[src/common/loader_pkg.sv]
// download stream and ROM store widths, plus the cheat code word
// shared by the loader blocks
`default_nettype none

package loader_pkg;

	////////////////////////////////////////////////////////////
	// download stream
	////////////////////////////////////////////////////////////
	localparam int DL_ADDR_W = 25;
	localparam int DL_DATA_W = 16;

	// menu index reserved for cheat code files
	localparam logic [7:0] CHEAT_INDEX = 8'hFF;

	////////////////////////////////////////////////////////////
	// ROM store
	////////////////////////////////////////////////////////////
	// word address drops the byte bit of the stream address
	localparam int ROM_WORD_ADDR_W = DL_ADDR_W - 1;
	localparam int ROM_DATA_W      = 16;
	localparam int ROM_BE_W        = ROM_DATA_W / 8;

	// 128-bit cheat code
	// slot view: slot[f][h] is half h (0 = bottom, 1 = top) of field f,
	// download slot k lands in slot[3 - k/2][k%2]
	// field view: field[3] flags, field[2] address,
	// field[1] compare, field[0] replace
	// values arrive big endian, the consumer reorders them
	typedef union packed {
		logic [3:0][1:0][15:0] slot;
		logic [3:0][31:0]      field;
	} cheat_code_t;

endpackage

`default_nettype wire

[src/hdl/cheat_loader.sv]
// cheat code assembly from the 16-bit cheat download beats
`timescale 1ns/1ns
`default_nettype none

module cheat_loader
	import loader_pkg::*;
(
	input  logic                 clk_sys,
	input  logic                 RESET,
	input  logic                 code_download,
	input  logic                 ioctl_wr,
	input  logic [DL_ADDR_W-1:0] ioctl_addr,
	input  logic [DL_DATA_W-1:0] ioctl_data,
	output cheat_code_t          gg_code,
	output logic                 gg_valid,
	output logic                 gg_reset
);

	// beat k of each 16-byte code goes to slot[3 - k/2][k%2]
	always_ff @(posedge clk_sys) begin
		if (code_download && ioctl_wr)
			gg_code.slot[2'd3 - ioctl_addr[3:2]][ioctl_addr[1]] <= ioctl_data;
	end

	always_ff @(posedge clk_sys) begin
		if (RESET) begin
			gg_valid <= 1'b0;
			gg_reset <= 1'b0;
		end else begin
			// replace top word completes a code
			gg_valid <= code_download && ioctl_wr && (ioctl_addr[3:0] == 4'd14);
			// first beat of the file flushes the old list
			gg_reset <= code_download && ioctl_wr && (ioctl_addr == '0);
		end
	end

endmodule

`default_nettype wire

[config.mk]
export PLATFORM = sky130hd
export DESIGN_NAME = cheat_loader
export DESIGN_NICKNAME = d
export VERILOG_FILES = /design/src/common/loader_pkg.sv /design/src/hdl/cheat_loader.sv
export SDC_FILE = /design/constraint.sdc
export NUM_CORES = 1
export LEC_CHECK = 0
export BUFFER_PORTS_ARGS = -buffer_cell sky130_fd_sc_hd__buf_2
export CORE_MARGIN = 2
export CORE_UTILIZATION = 40
export CTS_CLUSTER_DIAMETER = 150
export DETAILED_ROUTE_END_ITERATION = 10
export GPL_TIMING_DRIVEN = 1
export PLACE_DENSITY = 0.69
export SLEW_MARGIN = 0
export SYNTH_ARGS = -nofsm -noshare
export SYNTH_HDL_FRONTEND = slang
export SYNTH_SLANG_ARGS = --single-unit
[constraint.sdc]
create_clock -name clk_sys -period 2.8 [get_ports clk_sys]
set_clock_uncertainty 0.05 [all_clocks]
set_input_delay 0.56 -clock clk_sys [delete_from_list [all_inputs] [get_ports clk_sys]]
set_output_delay 0.56 -clock clk_sys [all_outputs]
set_load 0.02 [all_outputs]
After elaboration in Yosys (flattened, before gate mapping)
Cells that the tools add are included.

$add $sub $neg: 1. Multiply operators: 0. Divide/modulo/power cells: 0. $lt $le $gt $ge: 4. Equal/unequal tests: 1. Shift-type cells: 0. Mux-type cells: 5. Bitwise operators: 0. Reduce and logical (&&, ||, !) cells: 6.

Operator list (number): 128-bit bitwise mux (1); 32-bit demux with 2-bit select (1); 32-bit two-way mux (1); 25-bit logical NOT (1); 16-bit demux with 1-bit select (1); 16-bit two-way mux (1); 1-bit logical AND (5); 4-bit equality test (second input constant) (1); 2-bit by 3-bit less-than comparator with 1-bit output (second input constant) (1); 2-bit by 1-bit greater-or-equal comparator with 1-bit output (second input constant) (1); 1-bit by 2-bit less-than comparator with 1-bit output (second input constant) (1); 2-bit subtractor (first input constant) (1); 1-bit greater-or-equal comparator (second input constant) (1).

Bits in registers: 130. Latch bits: 0. Bits in writable memories: 0. ROM bits: 0. Input bits: 45. Output and inout port bits: 130. Logic and storage cells: 20. Memories: 0.

Longest topological paths before layout
Depth after elaboration: 7. Depth in mapped cells: 3. Depth with buffers taken out: 3.

Worst setup path after synthesis
OpenSTA, ideal clock, no wires.

Path type: input to register. Start: input ioctl_addr[1]. End: register gg_code[112] in the netlist's numbering, enable pin. Setup time: 409 ps. Arrival: 1850 ps. Required time: 2341 ps. Path slack: 491 ps. Cell stages on the path: 2. Buffers on the path: 0. Cell sequence: nand3_1 > nor3_1.

RTL lines: from (decl) (RTL line cheat_loader.sv:12) `input logic [DL_ADDR_W-1:0] ioctl_addr,`; to (decl) (RTL line cheat_loader.sv:14) `output cheat_code_t gg_code,`.

Worst setup path in the final report
Start: register gg_code[86] in the netlist's numbering. End: output gg_code[86] in the netlist's numbering.

No word-level cell between the ends.

==> out/metrics.cfg <==
[floorplan]
dieArea_um2 = 10900
rows = 36
initial_core_util_pct = 41.2
dieWidth_um = 104
core_area_um2 = 9770
ios = 175
die_y_um = 104

[timing]
period_share_pct = 60.2
fmax_mhz = 593
drv_slew = 0
setup_viol = 0
slew_headroom_pct = 74.6
layout_min_cycle_time_ns = 1.69
hold_violations = 0
rsz0062_at_grt = no
setup_ws_ns = 1.11
tns_ns = 0
tightest_slew_ns = 0.379

[clock_tree]
htree_levels = 4
cts-resized-gates = 0
clock-sinks = 130
cts_hold_buf = 0
post_cts_buffers = 0
root_buffer = clkbuf_8
cts_buffer_depth = 2
cts_buffers = 17
path_clk_slew_ns = 0.06
cts_tree = yes

[finish]
finish.utilization_pct = 58.4
fin_area_um2 = 5710
layout-drive-gt1-share_pct = 59.9
fill_cells = 739
nNetsFinal = 399
regArea_um2 = 3880
antennaDiodeCount = 0
stdcell_count = 500
area_growth_pct = 42.0
multiInputGateArea_um2 = 165

[worst_hold_path]
hp-class = input pin to register

[synth]
syn_inst = 152
synth_seq_cells = 130
seq_area_frac_synth_pct = 96.5
yosysTopAreaCellShare_pct = 95.6
yosysUniqueCellTypes = 11
synth_top_cell_by_area = edfxtp_1
yosysWarnings = 0
synth_area_um2 = 4020
synth_area_leaders = edfxtp_1, dfxtp_1, nor4_1
syn_nets = 197
syn_area_per_cell_um2 = 26.5

[critical_path]
slowest_stage = edfxtp_1
path_class = register to primary output
worstPathArrival_ns = 1.08
cp_top_family = flip-flops
crit_chain = buf_2
crit_path_start_kind = register
max_stage_delay_ns = 0.40
cp.required_ns = 2.19
critPathMaxFanout = 1
crit_path_end_kind = primary output
cp.buffers_inverters = 1

[placement]
port_buffers = 174
place_hpwl_um = 6230
placed_area_um2 = 5150
place_congestion = 0.722
dp_slack_ns = 0.858
place_inst = 468

[power_and_ir_drop]
seqPwrFrac_pct = 49.7
power_per_cell_area_nw_per_um2 = 770
comb_power_share_pct = 3.7
p_leak_nw = 2.22
p_sw_w = 0.000905
swShare_pct = 20.6
pwr-share-clk_pct = 46.6
vdd_drop_max_v = 0.000352
p_int_w = 0.00349

[detailed_routing]
wl_per_cell_um = 18.3
vias_per_cell = 4.56
wl_met1_um = 3670
drc = 0
final_antenna_net_count = 0
drtIter0Drc = 120
routed-via-count = 2279
highest_layer = met4
wl_um = 9160
met3_wirelength_um = 674
first_pass_iters = 4
wl_met2_um = 4750

[global_routing]
grt_pass1_wl_um = 13500
overflow = 0
grt_max_degree = 17
grt_pass1_vias = 2311
antenna_found_initial = 0
track_usage_pct = 17.4

[flow_run]
drv_cap = 0

[status]
status = complete, no violations

==> routing by layer <==
metal  vias to the layer above  GRT usage (%)
li1                       1025              -
met1                      1126           20.6
met2                       122           28.7
met3                         6           6.14
met4                         0           7.24
met5                         -              0
==> final timing paths <==
check           from     endpoint  slack (ns)  depth (start not counted)
max      gg_code[86]  gg_code[86]        1.11                          1
min    ioctl_addr[0]     gg_valid        0.19                          2
==> stage by stage <==
step | hold WS, ns | total power [W]
after floorplan | 0.588 | 0.00229
after global placement | 0.703 | 0.00239
after detailed placement | 0.699 | 0.00239
after CTS | 0.158 | 0.00444
after global routing | 0.173 | 0.00453
final | 0.186 | 0.00440
==> power by group through the flow <==
stage | clock network [W] | registers [W] | logic (W)
2_1_floorplan | 0 | 0.00227 | 0.0000146
3_3_place_gp | 0 | 0.00223 | 0.000160
3_5_place_dp | 0 | 0.00223 | 0.000164
4_1_cts | 0.00209 | 0.00219 | 0.000164
5_1_grt | 0.00217 | 0.00219 | 0.000173
6_report | 0.00205 | 0.00219 | 0.000162
==> cell usage after synthesis <==
cell,instances
nand2b_1,2
nor3_2,1
nand3b_4,1
nor3_1,2
dfxtp_1,2
edfxtp_1,128
nor2_1,6
nand2_1,1
and4_1,2
nor4_1,6
nand3_1,1
==> cell type report <==
type	instances	area share, %
Sequential cell	130	68.0
Timing Repair Buffer	183	16.4
Clock buffer	19	7.38
Tap cell	133	2.91
Multi-Input combinational cell	22	2.89
Clock inverter	13	2.37
==> placed cells by master, fill, tap and decap left out, drive strengths merged <==
master / instances
buf: 183
edfxtp: 128
clkbuf: 19
nor2: 6
nor4: 6
clkinv: 5
clkinvlp: 3
inv: 3
nor3: 3
nand2b: 2
and4: 2
bufinv: 2
dfxtp: 2
nand3b: 1
nand2: 1
nand3: 1
==> logic make-up (layout without fill, tap and decap cells) <==
| kind of cell | count (synthesis) | in the layout | synth area share [%] |
|---|---|---|---|
| buf+inv | 0 | 215 | 0 |
| flops | 130 | 130 | 96.5 |
| simple gates | 22 | 22 | 3.45 |
==> registers in the layout, indices dropped and copies added, names as in the netlist <==
| register | count |
|---|---|
| gg_code | 128 |
| gg_reset | 1 |
| gg_valid | 1 |
No activity file was read; power rests on OpenSTA's default activity.
