===== src/common/loader_pkg.sv =====
// download stream and ROM store widths, plus the cheat code word
// shared by the loader blocks
`default_nettype none

package loader_pkg;

	////////////////////////////////////////////////////////////
	// download stream
	////////////////////////////////////////////////////////////
	localparam int DL_ADDR_W = 25;
	localparam int DL_DATA_W = 16;

	// menu index reserved for cheat code files
	localparam logic [7:0] CHEAT_INDEX = 8'hFF;

	////////////////////////////////////////////////////////////
	// ROM store
	////////////////////////////////////////////////////////////
	// word address drops the byte bit of the stream address
	localparam int ROM_WORD_ADDR_W = DL_ADDR_W - 1;
	localparam int ROM_DATA_W      = 16;
	localparam int ROM_BE_W        = ROM_DATA_W / 8;

	// 128-bit cheat code
	// slot view: slot[f][h] is half h (0 = bottom, 1 = top) of field f,
	// download slot k lands in slot[3 - k/2][k%2]
	// field view: field[3] flags, field[2] address,
	// field[1] compare, field[0] replace
	// values arrive big endian, the consumer reorders them
	typedef union packed {
		logic [3:0][1:0][15:0] slot;
		logic [3:0][31:0]      field;
	} cheat_code_t;

endpackage

`default_nettype wire


===== src/rom/rom_writer.sv =====
// cart download writer, one toggle request per beat into ROM port 0
// holds the stream off with the wait level until the store acks
`timescale 1ns/1ns
`default_nettype none

module rom_writer
	import loader_pkg::*;
(
	input  logic                       clk_sys,
	input  logic                       RESET,
	input  logic                       cart_download,
	input  logic                       ioctl_wr,
	input  logic [DL_ADDR_W-1:0]       ioctl_addr,
	input  logic [DL_DATA_W-1:0]       ioctl_data,
	input  logic                       wr_ack,
	output logic [ROM_WORD_ADDR_W-1:0] wr_addr,
	output logic [ROM_DATA_W-1:0]      wr_data,
	output logic                       wr_req,
	output logic                       ioctl_wait
);

	// word address and swapped data stay put until the next beat
	always_ff @(posedge clk_sys) begin
		if (cart_download && ioctl_wr) begin
			wr_addr <= ioctl_addr[DL_ADDR_W-1:1];
			wr_data <= {ioctl_data[7:0], ioctl_data[15:8]};
		end
	end

	always_ff @(posedge clk_sys) begin
		if (RESET) begin
			wr_req <= 1'b0;
			ioctl_wait <= 1'b0;
		end else if (cart_download && ioctl_wr) begin
			wr_req <= ~wr_req;
			ioctl_wait <= 1'b1;
		end else if (ioctl_wait && (wr_req == wr_ack)) begin
			// store has taken the word
			ioctl_wait <= 1'b0;
		end
	end

	// source must respect the wait level
	a_no_beat_in_wait: assert property (@(posedge clk_sys) disable iff (RESET)
		ioctl_wait |-> !(cart_download && ioctl_wr));

endmodule

`default_nettype wire


===== config.mk =====
export PLATFORM = sky130hd
export DESIGN_NAME = rom_writer
export DESIGN_NICKNAME = d
export VERILOG_FILES = /design/src/common/loader_pkg.sv /design/src/rom/rom_writer.sv
export SDC_FILE = /design/constraint.sdc
export NUM_CORES = 1
export LEC_CHECK = 0
export BUFFER_PORTS_ARGS = -buffer_cell sky130_fd_sc_hd__buf_2
export CAP_MARGIN = 20
export CORE_MARGIN = 2
export CORE_UTILIZATION = 42
export CTS_BUF_LIST = sky130_fd_sc_hd__clkbuf_2 sky130_fd_sc_hd__clkbuf_4 sky130_fd_sc_hd__clkbuf_8
export DETAILED_ROUTE_END_ITERATION = 8
export PLACE_DENSITY = 0.81
export SYNTH_ARGS = -nofsm -noshare
export SYNTH_HDL_FRONTEND = slang
export SYNTH_SLANG_ARGS = --single-unit

===== constraint.sdc =====
create_clock -name clk_sys -period 1.9 [get_ports clk_sys]
set_input_delay 0.19 -clock clk_sys [delete_from_list [all_inputs] [get_ports clk_sys]]
set_output_delay 0.19 -clock clk_sys [all_outputs]
set_load 0.03 [all_outputs]

After elaboration in Yosys (flattened, before gate mapping) --
Index checks and enable logic that the tools add are counted.
Cells by class: eq/ne operators 1, muxes and demuxes 2, bitwise logic cells 1, reduce and logical (&&, ||, !) cells 3
Operators by type and width (number):
- logical AND 1 bit | 2
- two-way mux 1 bit | 2
- nonzero test 2 bit | 1
- == test 1 bit | 1
- NOT 1 bit | 1
Storage, ports and cells: bits in registers 42, input bits 46, output and inout port bits 42, logic and storage cells 11

Logic depth before layout (Yosys ltp) --
word-level depth 4, mapped depth 2, mapped depth without buffers 2

Worst setup path before layout --
No wires, ideal clock.
path kind in2reg, start point input port cart_download, end point register wr_addr[0] (enable), library setup time 395 ps, data arrival time 1033 ps, data required time 1505 ps, setup slack 472 ps, cell stages on the path 2, path buffers 0, cells stage by stage nand2_1 > inv_1
Between the ends: cells in the longest elaborated chain, start to end 1
RTL lines:
- start: declaration | line rom_writer.sv:11 | input logic cart_download,
- logical AND 1 bit | line rom_writer.sv:24 | if (cart_download && ioctl_wr) begin
- end signal: assignment | line rom_writer.sv:25 | wr_addr <= ioctl_addr[DL_ADDR_W-1:1];
- end: declaration | line rom_writer.sv:16 | output logic [ROM_WORD_ADDR_W-1:0] wr_addr,
No other way between the ends. A chain may end at the register's enable or synchronous reset.

Worst setup path in the final report --
start point register wr_req, end point output port wr_req
RTL lines:
- start: declaration | line rom_writer.sv:18 | output logic wr_req,
- start signal: assignment | line rom_writer.sv:35 | wr_req <= ~wr_req;
No word-level cell between the ends.

==> results.md <==
- Clock skew on the completed layout was measured at roughly 0.0007 ns.
- The highest-delay cell along the critical path is dfxtp_1.
- Of all nets on the critical path, the largest fanout is 4.
- In this run, synthesis produced a sequential element count of 42.
- Of all flip-flops after synthesis, the portion carrying an async set or reset was 0%.
- In the post-synthesis netlist, the biggest area contributors are edfxtp_1, dfxtp_1, a21bo_1.
- The flop-to-flop setup slack is between 1 and 1.5 ns.
- The number of nets in the synthesized netlist is 96.
- The detailed-route vias per instance is 4.65.
- The final hold violation count was 0.
- The clock period minus worst slack is 1.17 ns.
- The fraction of layout instances using a drive strength above 1 is roughly 54%.
- Across every metal layer, demand over resource in global routing totals between 10% and 20%.
- The worst flop-to-flop path startpoint is wr_req.
- Sequential elements use 95.8% of the synthesized area.
- The number of antenna diodes in the final layout is 0.
- Setup repair after global routing left no endpoint under its margin.
- The critical path buffer and inverter count is 1.
- Entering global routing, the biggest net connects 24 pins.
- The beginning of the critical path is wr_req.
- For this design the top-level I/O count stands at 88.
- The initial standard-cell utilization of the core is a little over two fifths.
- The flow ran to the end, and the final reports show no timing, DRC or antenna violations.
- Setup total negative slack on the finished layout was measured at 0 ns.
- Once detail routing completed, the nets flagged for antenna violations numbered 0.
- VDD sags by at most slightly above 0.6 mV.
- At the end of routability-driven placement, the weighted congestion stood at approximately 0.66.
- The filler cells instantiated in the layout total 191.
- TritonCTS built the clock tree.
- The worst setup path is launched from a flip-flop.
- The max-cap check violation count is 0.
- The number of antenna violations at the first check in global routing is 0.
- During placement, the flow inserted port buffers numbering between 80 and 90.
- The primary flip-flop cell chosen by synthesis mapping is edfxtp_1.
- Static timing analysis puts the maximum clock frequency at 854 MHz.
- For this block, the via count after detailed routing is between 900 and 1000.
- Power spread over the standard cell area amounts to between 800 and 900 nW/um^2.
- The floorplan die width is approximately 60 um.
- The ratio of final minimum period to clock period is between 60% and 70%.
- For the worst setup path, the data required time is about 1.7 ns.
- Yosys printed 0 warnings.
- Traced cell by cell, the critical path runs through buf_2.
- The first global-routing pass estimated between 4 and 5 mm of wire.
- The path category of the worst min-delay check is input pin to flip-flop.
- The clock network latency to the later pin of the worst-skew pair is ~0.35 ns.
- The wire length reported by the detailed router is between 3 and 4 mm.
- The number of different library cells in the post-synthesis netlist is 10.
- After technology mapping, the gate count stands at 50.
- After detailed routing, the average wire length per cell comes to around 16 um.
- The floorplan step defined a core boundary enclosing around 3000 sq um.
- The critical path class is flip-flop to primary output.
- Cells fill approximately 73% of the core in the end.
- The net count of the finished layout is between 200 and 250.
- In this run, post-CTS repair resized a total of 0 instances.
- edfxtp_1 is the most common cell in the netlist.
- The die is slightly below 60 um tall.
- In this run the cell area measured after placement is 1780 sq um.
- The nature of the critical path endpoint is a primary output.
- The pin slew with the least headroom to its limit is about 0.29 ns.
- The number of pins exceeding their max-slew limit in the final report is 0.
- After detailed routing, the number of remaining DRC violations is 0.
- The leading area contributor after synthesis is edfxtp_1.
- The largest stage delay on the critical path is just over 0.4 ns.
- Overall power consumption after layout is estimated at approximately 1900 uW.
- The static leakage is between 0.0009 and 0.001 uW.
- The area share of the largest cell type after synthesis is a little over 90%.
- The TritonCTS sink count is 42.
- After the first detailed-routing iteration, the DRC count stood at 15.
- The number of endpoints failing setup at the final stage is 0.
- The number of enable-type register cells in the synthesized netlist is 40.
- After synthesis, the most frequently instantiated cells are edfxtp_1, dfxtp_1.
- From synthesis to final layout, the design area changed by 69.1%.
- The number of CTS-inserted buffers is 5.
- Headroom to the max-slew limit came out at 80.9%.
- The cell count after placement is 171.
- The root buffer cell is clkbuf_4.
- The mapped netlist covers ~1300 sq um.
- Clock-pin slew was measured on the worst setup and hold paths at 0.12 ns.
- After routing the design area is ~2200 sq um.
- The via count of the first global-routing pass is a little under 1000.
- The kind of cell with the highest combined delay on the critical path is flip-flops.
- After synthesis, the mean cell area works out to between 20 and 30 sq um.
- The worst hold path begins at ioctl_addr[1].
- In this run the number of H-tree levels came out at 2.
- Excluding fillers, the count of instances in the completed layout stands at approximately 210.
- The overall die area is around 3500 sq um.
- For this run the aggregate overflow at the end of global routing stands at 0.
- Row generation in the floorplan step produced 20 rows.
- The signal arrival time at the worst endpoint is 0.98 ns.
- In this run the deepest clock path goes through 2 buffers.
- The pre-antenna-repair detailed-routing pass consisted of 3 iterations.
-- registers in the layout, indices dropped and copies added (netlist names) --
signal and flops:
wr_addr 24, wr_data 16, ioctl_wait 1, wr_req 1
-- metrics by stage --
stage          worst slack [ns]  hold slack, ns
2_1_floorplan             0.472           0.252
3_3_place_gp              0.869           0.367
3_5_place_dp              0.836           0.368
4_1_cts                   0.737       0.0000136
5_1_grt                   0.682        -0.00109
6_report                  0.729          0.0231
-- routing by layer --
metal  vias to the layer above  wire length [um]  part of all wire [%]  track usage (%)
li1                        455                 -                     -                -
met1                       462              1220                    36             19.3
met2                        68              1730                    51             29.4
met3                        11               342                    10             8.52
met4                         0               100                   2.9             13.3
met5                         -                 0                     0                0
-- power by group --
group          switching, uW  internal, uW
clock                    278           160
combinational            190           125
sequential              17.2          1080
-- cells in the final DEF (no fill, tap or decap) --
| cell type | Yosys | layout |
|---|---|---|
| buf_2 | 0 | 86 |
| edfxtp_1 | 40 | 40 |
| dlygate4sd3_1 | 0 | 35 |
| clkbuf_4 | 0 | 6 |
| dfxtp_1 | 2 | 2 |
| buf_4 | 0 | 2 |
| nand2_1 | 1 | 1 |
| inv_1 | 1 | 1 |
| a21bo_1 | 1 | 1 |
| nand3b_1 | 1 | 1 |
| a21oi_2 | 1 | 1 |
| xnor2_1 | 1 | 1 |
| nand2b_1 | 1 | 1 |
| o22ai_1 | 1 | 1 |
| clkinv_4 | 0 | 1 |
| clkinv_2 | 0 | 1 |
-- cell families (layout without fill, tap and decap cells) --
kind of cell / count (synthesis) / after routing / share of synthesized area [%]
AOI/OAI and AO/OA: 3 / 3 / 1.93
xor gates and xnor gates: 1 / 1 / 0.676
buffers and inverters: 1 / 132 / 0.289
DFF: 42 / 42 / 95.8
and+or+nand+nor: 3 / 3 / 1.35
-- path summary, 6_finish.rpt --
| path | end | cells after the start |
|---|---|---|
| setup reg to reg | ioctl_wait | 2 |
| hold reg to reg | ioctl_wait | 2 |
| hold / removal | wr_addr[0] | 1 |
| setup / recovery | wr_req | 1 |
-- cell type report --
cell class / count / area [sq um] / share of cell area [%]
inverter: 1 / 3.75 / 0.171
clock inverter: 2 / 13.8 / 0.628
multi-input combinational: 7 / 51.3 / 2.34
sequential: 42 / 1240 / 56.6
clock buffer: 6 / 45.0 / 2.05
tap: 33 / 41.3 / 1.88
timing repair buffer: 123 / 796 / 36.3
-- timing repair --
action	in CTS	in global routing
hold buffers	22	13
setup buffers	0	0
endpoints found under the setup margin	0	0
hold endpoints to repair	22	13
Power figures use the tool's default switching activity.
