<file path="config.mk">
export PLATFORM = sky130hd
export DESIGN_NAME = region_detect
export DESIGN_NICKNAME = d
export VERILOG_FILES = /design/src/common/loader_pkg.sv /design/src/common/cart_pkg.sv /design/src/cart/region_detect.sv
export SDC_FILE = /design/constraint.sdc
export NUM_CORES = 1
export LEC_CHECK = 0
export BUFFER_PORTS_ARGS = -buffer_cell sky130_fd_sc_hd__buf_2
export CORE_MARGIN = 4
export CORE_UTILIZATION = 32
export DETAILED_ROUTE_END_ITERATION = 16
export PLACE_DENSITY_LB_ADDON = 0.25
export REMOVE_ABC_BUFFERS = 1
export SYNTH_ARGS = -nofsm -noshare
export SYNTH_HDL_FRONTEND = slang
export SYNTH_SLANG_ARGS = --single-unit
</file>
<file path="constraint.sdc">
create_clock -name clk_sys -period 1.3 [get_ports clk_sys]
set_input_delay 0.325 -clock clk_sys [delete_from_list [all_inputs] [get_ports clk_sys]]
set_output_delay 0.325 -clock clk_sys [all_outputs]
set_load 0.05 [all_outputs]
</file>
<file path="src/common/loader_pkg.sv">
// download stream and ROM store widths, plus the cheat code word
// shared by the loader blocks
`default_nettype none

package loader_pkg;

	////////////////////////////////////////////////////////////
	// download stream
	////////////////////////////////////////////////////////////
	localparam int DL_ADDR_W = 25;
	localparam int DL_DATA_W = 16;

	// menu index reserved for cheat code files
	localparam logic [7:0] CHEAT_INDEX = 8'hFF;

	////////////////////////////////////////////////////////////
	// ROM store
	////////////////////////////////////////////////////////////
	// word address drops the byte bit of the stream address
	localparam int ROM_WORD_ADDR_W = DL_ADDR_W - 1;
	localparam int ROM_DATA_W      = 16;
	localparam int ROM_BE_W        = ROM_DATA_W / 8;

	// 128-bit cheat code
	// slot view: slot[f][h] is half h (0 = bottom, 1 = top) of field f,
	// download slot k lands in slot[3 - k/2][k%2]
	// field view: field[3] flags, field[2] address,
	// field[1] compare, field[0] replace
	// values arrive big endian, the consumer reorders them
	typedef union packed {
		logic [3:0][1:0][15:0] slot;
		logic [3:0][31:0]      field;
	} cheat_code_t;

endpackage

`default_nettype wire

</file>
<file path="src/common/cart_pkg.sv">
// cartridge header layout, console region codes and per-game quirk tables
// used by the header scan and the quirk lookup
`default_nettype none

package cart_pkg;

	////////////////////////////////////////////////////////////
	// header byte addresses on the download stream
	////////////////////////////////////////////////////////////
	localparam logic [24:0] HDR_REGION_ADDR_A  = 25'h1F0;
	localparam logic [24:0] HDR_REGION_ADDR_B  = 25'h1F2;
	localparam logic [24:0] HDR_DONE_ADDR      = 25'h200;
	// 8-byte cart id spans five beats
	localparam logic [24:0] CART_ID_ADDR_FIRST = 25'h182;
	localparam logic [24:0] CART_ID_ADDR_LAST  = 25'h18A;
	localparam logic [24:0] QUIRK_EVAL_ADDR    = 25'h18C;

	// console region codes
	localparam logic [1:0] REGION_JP = 2'd0;
	localparam logic [1:0] REGION_US = 2'd1;
	localparam logic [1:0] REGION_EU = 2'd2;

	// bit positions in the quirk vector
	localparam int QUIRK_SRAM   = 0;
	localparam int QUIRK_EEPROM = 1;
	localparam int QUIRK_NORAM  = 2;
	localparam int QUIRK_FIFO   = 3;
	localparam int QUIRK_PIER   = 4;
	localparam int QUIRK_SVP    = 5;
	localparam int QUIRK_FMBUSY = 6;
	localparam int QUIRK_SCHAN  = 7;

	// lightgun sensor delay when the cart is not in the gun table
	localparam logic [7:0] GUN_DELAY_DEFAULT = 8'd44;

	////////////////////////////////////////////////////////////
	// quirk table, first match wins
	////////////////////////////////////////////////////////////
	localparam int QUIRK_TABLE_SIZE = 10;
	localparam logic [63:0] QUIRK_IDS [QUIRK_TABLE_SIZE] = '{
		"T-081276", "T-81406 ", "MK-1215 ", "G-4060  ", "T-113016",
		"T-89016 ", "T-574023", "MK-1229 ", "T-35036 ", "T-68???-"
	};
	localparam int QUIRK_BITS [QUIRK_TABLE_SIZE] = '{
		QUIRK_SRAM, QUIRK_SRAM, QUIRK_EEPROM, QUIRK_EEPROM, QUIRK_NORAM,
		QUIRK_FIFO, QUIRK_PIER, QUIRK_SVP, QUIRK_FMBUSY, QUIRK_SCHAN
	};

	// gun table: type 1 is the justifier style gun
	localparam int GUN_TABLE_SIZE = 5;
	localparam logic [63:0] GUN_IDS [GUN_TABLE_SIZE] = '{
		"MK-1533 ", "T-95096-", "T-95136-", "MK-1658 ", "T-081156"
	};
	localparam logic GUN_TYPES [GUN_TABLE_SIZE] = '{1'b0, 1'b1, 1'b1, 1'b0, 1'b0};
	localparam logic [7:0] GUN_DELAYS [GUN_TABLE_SIZE] = '{
		8'd100, 8'd52, 8'd30, 8'd120, 8'd126
	};

endpackage

`default_nettype wire
</file>
<file path="src/cart/region_detect.sv">
// header region scan, picks the console region from the header letters
// or from the file-extension menu index
`timescale 1ns/1ns
`default_nettype none

module region_detect
	import cart_pkg::*;
	import loader_pkg::*;
(
	input  logic                 clk_sys,
	input  logic                 RESET,
	input  logic                 cart_download,
	input  logic                 ioctl_wr,
	input  logic [DL_ADDR_W-1:0] ioctl_addr,
	input  logic [DL_DATA_W-1:0] ioctl_data,
	input  logic [7:0]           ioctl_index,
	input  logic [1:0]           region_mode,
	input  logic [1:0]           region_priority,
	output logic [1:0]           region_req,
	output logic                 region_set
);

	logic old_download;
	logic hdr_j, hdr_u, hdr_e;
	// header complete flag and its delayed copy for edge detect
	logic hdr_ready;
	logic old_ready;

	// maps one header character to {j, u, e} where anything else from 0 to Z is EU
	function automatic logic [2:0] classify(input logic [7:0] ch);
		if (ch == "J")
			return 3'b100;
		else if (ch == "U")
			return 3'b010;
		else if (ch >= "0" && ch <= "Z")
			return 3'b001;
		return 3'b000;
	endfunction

	// pick by priority order with the head of the order as fallback
	function automatic logic [1:0] pick_region(input logic [1:0] prio,
			input logic j, input logic u, input logic e);
		case (prio)
			2'd0: return u ? REGION_US : e ? REGION_EU : j ? REGION_JP : REGION_US;
			2'd1: return e ? REGION_EU : u ? REGION_US : j ? REGION_JP : REGION_EU;
			2'd2: return u ? REGION_US : j ? REGION_JP : e ? REGION_EU : REGION_US;
			default: return j ? REGION_JP : u ? REGION_US : e ? REGION_EU : REGION_JP;
		endcase
	endfunction

	always_ff @(posedge clk_sys) begin
		if (RESET) begin
			old_download <= 1'b0;
			{hdr_j, hdr_u, hdr_e} <= 3'b000;
			hdr_ready <= 1'b0;
			old_ready <= 1'b0;
			region_set <= 1'b0;
			region_req <= REGION_JP;
		end else begin
			old_download <= cart_download;
			old_ready <= hdr_ready;

			// a new cart forgets the old letters
			if (cart_download && !old_download)
				{hdr_j, hdr_u, hdr_e} <= 3'b000;
			if (!cart_download && old_download)
				hdr_ready <= 1'b0;

			if (cart_download && ioctl_wr) begin
				// both bytes of both region words carry letters
				if (ioctl_addr == HDR_REGION_ADDR_A || ioctl_addr == HDR_REGION_ADDR_B)
					{hdr_j, hdr_u, hdr_e} <= {hdr_j, hdr_u, hdr_e}
						| classify(ioctl_data[7:0]) | classify(ioctl_data[15:8]);
				if (ioctl_addr == HDR_DONE_ADDR)
					hdr_ready <= 1'b1;
			end

			// decide once per header while mode 2 and up leave the region alone
			if (hdr_ready && !old_ready) begin
				case (region_mode)
					2'd0: begin
						region_set <= 1'b1;
						region_req <= pick_region(region_priority, hdr_j, hdr_u, hdr_e);
					end
					2'd1: begin
						region_set <= |ioctl_index;
						region_req <= ioctl_index[7:6];
					end
					default: ;
				endcase
			end

			// drop the request once the download has ended
			if (old_ready && !hdr_ready)
				region_set <= 1'b0;
		end
	end

	// the unused code never reaches the system side
	a_region_code: assert property (@(posedge clk_sys) disable iff (RESET)
		region_req != 2'd3);

endmodule

`default_nettype wire

</file>
; Word-level counts from Yosys, hierarchy flattened
; Index checks and enable logic that the tools add are counted.
[word_totals]
register_bits = 9
[op_classes]
order_cmp = 4
eq_ne = 10
muxes = 53
n_bitwise = 2
reduce_logical = 18
[op_table]
columns = op, n
row1 = $eq A25 B9 Y1 const B, 2
row2 = $mux W3, 14
row3 = $eq A8 B7 Y1 const B, 4
row4 = $eq A25 B10 Y1 const B, 1
row5 = $mux W1, 25
row6 = $mux W2, 11
row7 = $ge A8 B6 Y1 const B, 2
row8 = $le A8 B7 Y1 const B, 2
row9 = $reduce_or A8 Y1, 1
row10 = $logic_and A1 B1 Y1, 7
row11 = $or A3 B3 Y3, 2
row12 = $pmux W2 S3, 1
row13 = $eq A2 B1 Y1 const B, 2
row14 = $logic_not A1 Y1, 4
row15 = $logic_not A2 Y1, 2
row16 = $pmux W2 S2, 1
row17 = $eq A2 B2 Y1 const B, 1
row18 = $pmux W1 S2, 1
row19 = $reduce_and A2 Y1, 1
row20 = $reduce_bool A2 Y1, 1
row21 = $reduce_or A2 Y1, 1
row22 = $logic_or A1 B1 Y1, 1

; Depth between registers and ports, before layout
[depth]
depth_word = 16
mapped_depth = 5
ltp_nobuf = 5

; Worst setup path before layout
; Ideal clock, no wire load.
[synth_timing]
kind = in2reg
start = input port ioctl_addr[21]
end = register hdr_e
setup_ns = 0.086
arrival_time_ns = 1.265
required_time_ns = 1.214
slack_ns = -0.050
cell_stages = 4
path_buffers = 0
cell_sequence = or4_1 -> nor2_1 -> nand3_1 -> a211oi_1
[synth_via]
elab_chain_cells = 4
[synth_rtl]
columns = element, line
row1 = start: declaration, region_detect.sv:14  ; input logic [DL_ADDR_W-1:0] ioctl_addr,
row2 = $eq A25 B9 Y1, region_detect.sv:71  ; if (ioctl_addr == HDR_REGION_ADDR_A || ioctl_addr == HDR_REGION_ADDR_B)
row3 = $logic_or A1 B1 Y1 *, region_detect.sv:71
row4 = $mux W1 *, region_detect.sv:71
row5 = $mux W1 *, region_detect.sv:69  ; if (cart_download && ioctl_wr) begin
row6 = end signal: assignment, region_detect.sv:72  ; {hdr_j, hdr_u, hdr_e} <= {hdr_j, hdr_u, hdr_e}
row7 = end: declaration, region_detect.sv:24  ; logic hdr_j, hdr_u, hdr_e;
; Mark *: on every way between the ends. The rest lies on a longest branch, timed or not.
; A chain may end at the register's enable or synchronous reset.

; Final worst setup path
[layout_timing]
start = input port ioctl_data[1]
end = register hdr_e
[layout_via]
elab_chain_cells = 16
[layout_rtl]
columns = element, line
row1 = start: declaration, region_detect.sv:15  ; input logic [DL_DATA_W-1:0] ioctl_data,
row2 = $ge A8 B6 Y1 or $le A8 B7 Y1 (tied branches), region_detect.sv:35  ; else if (ch >= "0" && ch <= "Z")
row3 = $logic_and A1 B1 Y1, region_detect.sv:35
row4 = $mux W1, region_detect.sv:35
row5 = $mux W1, region_detect.sv:33  ; else if (ch == "U")
row6 = $mux W1, region_detect.sv:31  ; if (ch == "J")
row7 = $mux W1, region_detect.sv:71
row8 = $mux W1, region_detect.sv:69
row9 = $mux W1, region_detect.sv:52  ; if (RESET) begin
row10 = $mux W3 *, region_detect.sv:37  ; return 3'b000;
row11 = $mux W3 *, region_detect.sv:71
row12 = $mux W3 *, region_detect.sv:69
row13 = $mux W3 *, region_detect.sv:52
row14 = $or A3 B3 Y3 * (2 in a row), region_detect.sv:73  ; | classify(ioctl_data[7:0]) | classify(ioctl_data[15:8]);
row15 = $mux W1 *, region_detect.sv:71
row16 = $mux W1 *, region_detect.sv:69
; Mark *: on every way between the ends. The rest lies on a longest branch, timed or not. The select of a mux whose other input is x is not followed.

==> impl_metrics.yaml <==
run_status:
  status: "complete, no violations"
flow_run:
  maxCapViolations: 0
placement:
  gp_congestion: 0.771
  port_buffers: 59
  dpl.hpwl_um: 1790
synthesis:
  synth_cells: 90
  ys_warn_count: 0
  synth_top_area_share_pct: 27.3
  ys_seq_area_share_pct: 27.3
  netlist_area_um2: 659
  synthMuxAreaShare_pct: 2.28
  synth_edf_count: 0
  ys_types: 30
  post-synth-top-area-cell: "dfxtp_1"
  synth_fa_ha_area_share_pct: 0
  synth_xor_area_share_pct: 0
  synth_top_family_by_area: "simple AND/OR/NAND/NOR gates"
  async_flop_share_pct: 0
  yosys.area_share.simple_pct: 40.4
  synth_seq_cells: 9
  ys.flop_type: "dfxtp_1"
  synth_compound_area_share_pct: 28.3
  syn_area_per_cell_um2: 7.33
  synth_area_leaders: "dfxtp_1 (27%), nand2_1 (8.0%), nor4_1 (6.6%)"
timing:
  fin_crit_ns: 1.27
  setup_viol_count_final: 0
  hold_viol: 0
  relSlewSlack_pct: 78.1
  final_max_slew_viol_count: 0
  skew_ns: 0.00158
  fin_crit_sh_pct: 97.7
  rsz0062_at_grt: "no"
  max_freq_mhz: 787
  worst_slew_pin_slew_ns: 0.327
setup_path:
  rrSetupSlack_ns: 0.21
  rr_startpoint: "old_ready"
  worstPathArrival_ns: 1.45
  critical_path_required_ns: 1.48
  crit_type: "input port to register"
  startpoint_type: "input port"
  cp-end-kind: "register"
  crit_fanout: 3
  endpoint: "hdr_e"
  crit_start: "ioctl_data[1]"
  r2r_end: "region_set"
  r2r.worst_path.cells: 4
routing:
  postRouteAntennaNets: 0
  drt-total-wl_um: 2070
  drc: 0
  dr.pass1.iters: 4
  vias_per_cell: 5.10
  route.vias.total: 974
  drtIter0Drc: 14
  wl_per_cell_um: 10.9
layout:
  drive_gt1_share_pct: 48.8
  syn_to_final_growth_pct: 69.8
  final_nets: 222
  fillers: 211
  diodes: 0
  final_core_util_pct: 57.1
die:
  rows: 16
  core_area_mm2: 0.00196
  die_y_um: 53.4
  die_w_um: 53.4
  die-area_mm2: 0.00285
  initial_core_util_pct: 33.6
  num_io_pins: 60
pwr:
  p_total_uw: 675
  p_leak_uw: 0.000506
  powerDensity_mw_per_mm2: 602
  peakVddDrop_mv: 0.289
grt:
  track_usage_pct: 14.9
  globalRouteMet1Util_pct: 15.7
  gr-usage-met3_pct: 1.97
  grt.overflow.total: 0
  grt_pass1_vias: 852
  grt_pass1_wl_um: 3200
  busiest_layer: "met2"
  grt_max_degree: 10
  met2_usage_pct: 28.0
  antenna_found_initial: 0
clock_tree:
  cts_sinks: 9
  cts_hold_buf: 0
  root_buffer: "clkbuf_4"
  tritoncts: "yes"
  cts_resized: 1
  numCtsBuffers: 3
  ctsHtreeMaxLevel: 1
  clkTransAtPathRegs_ns: 0.06
  insertion_delay_ns: 0.26
  post_cts.repair.setup_buffers: 0
  clock_path_buffers: 2
min_path:
  min_path_type: "input port to register"
power by group:
group          total [uW]  switching (uW)  internal [uW]
Clock                 214            95.4            118
Combinational         183            74.7            109
Sequential            278           0.397            277
Total                 675             170            504
sequential cells by signal, summed over array words and instances (netlist names):
signal        cells
region_set        1
old_ready         1
region_req        2
hdr_e             1
hdr_j             1
hdr_u             1
old_download      1
hdr_ready         1
per-stage QoR:
stage / cells / area [um2] / TNS [ns] / setup slack (ns) / hold slack [ns]
2_1_floorplan: 89 / 656 / -0.152 / -0.0505 / 0.394
3_3_place_gp: 187 / 1070 / -0.685 / -0.219 / 0.472
3_5_place_dp: 187 / 1070 / -0.781 / -0.281 / 0.476
4_1_cts: 191 / 1110 / 0 / 0.0191 / 0.314
5_1_grt: 191 / 1120 / 0 / 0.00795 / 0.341
6_report: 191 / 1120 / 0 / 0.0298 / 0.313
worst max-delay path, stage by stage:
cell and delay (ns):
buf_2 0.12, mux2_4 0.29, a22o_1 0.19, a211oi_2 0.24, a2111oi_1 0.09, a211oi_1 0.21
area by class of cell:
type	instances	area, um2	area share (%)
clock buffer	4	26.3	2.35
tap	27	33.8	3.02
sequential	9	180	16.1
timing repair buffer	71	385	34.4
multi-input combinational	78	487	43.5
inverter	2	7.51	0.670
cells in the mapped netlist, types with 2 or more instances:
cell type	instances
nand2_1	14
nor2_1	10
dfxtp_1	9
nor4_1	7
a21oi_1	5
nand2b_1	5
a211oi_1	4
nor2b_1	4
o21ai_0	4
nand4_1	3
o211ai_1	3
or4_1	3
inv_1	2
cells in the final DEF, fill, tap and decap left out, types with 2 or more instances in the layout:
| cell | instances |
|---|---|
| buf_2 | 59 |
| nand2_1 | 14 |
| buf_4 | 12 |
| nor2_1 | 9 |
| dfxtp_1 | 9 |
| nor4_1 | 6 |
| nand2b_1 | 5 |
| a21oi_1 | 5 |
| nor2b_1 | 4 |
| o21ai_0 | 4 |
| nand4_1 | 3 |
| or4_1 | 3 |
| a211oi_1 | 3 |
| o211ai_1 | 3 |
| clkbuf_4 | 3 |
| inv_1 | 2 |
| a211oi_2 | 2 |
per-layer routing:
metal	wire [um]	vias up
met5	0	-
met4	31	0
met3	161	4
met2	1110	33
met1	773	439
li1	-	498
worst min path at each step:
stage	cells after the start	start	to	slack, ns
global placement	2	region_req[0]	region_req[0]	0.47
detailed placement	2	region_req[0]	region_req[0]	0.48
floorplan	1	RESET	region_req[0]	0.39
CTS	3	cart_download	hdr_ready	0.31
global route	3	cart_download	hdr_ready	0.34
finish	3	cart_download	hdr_ready	0.31
cells by family (layout without fill, tap and decap cells):
| family | count (synthesis) | count (layout) |
|---|---|---|
| AO/OA/AOI/OAI | 26 | 26 |
| buffers and inverters | 3 | 77 |
| flip-flops | 9 | 9 |
| multiplexers | 1 | 1 |
| AND/OR/NAND/NOR | 51 | 51 |
No activity file was read; power rests on OpenSTA's default activity.
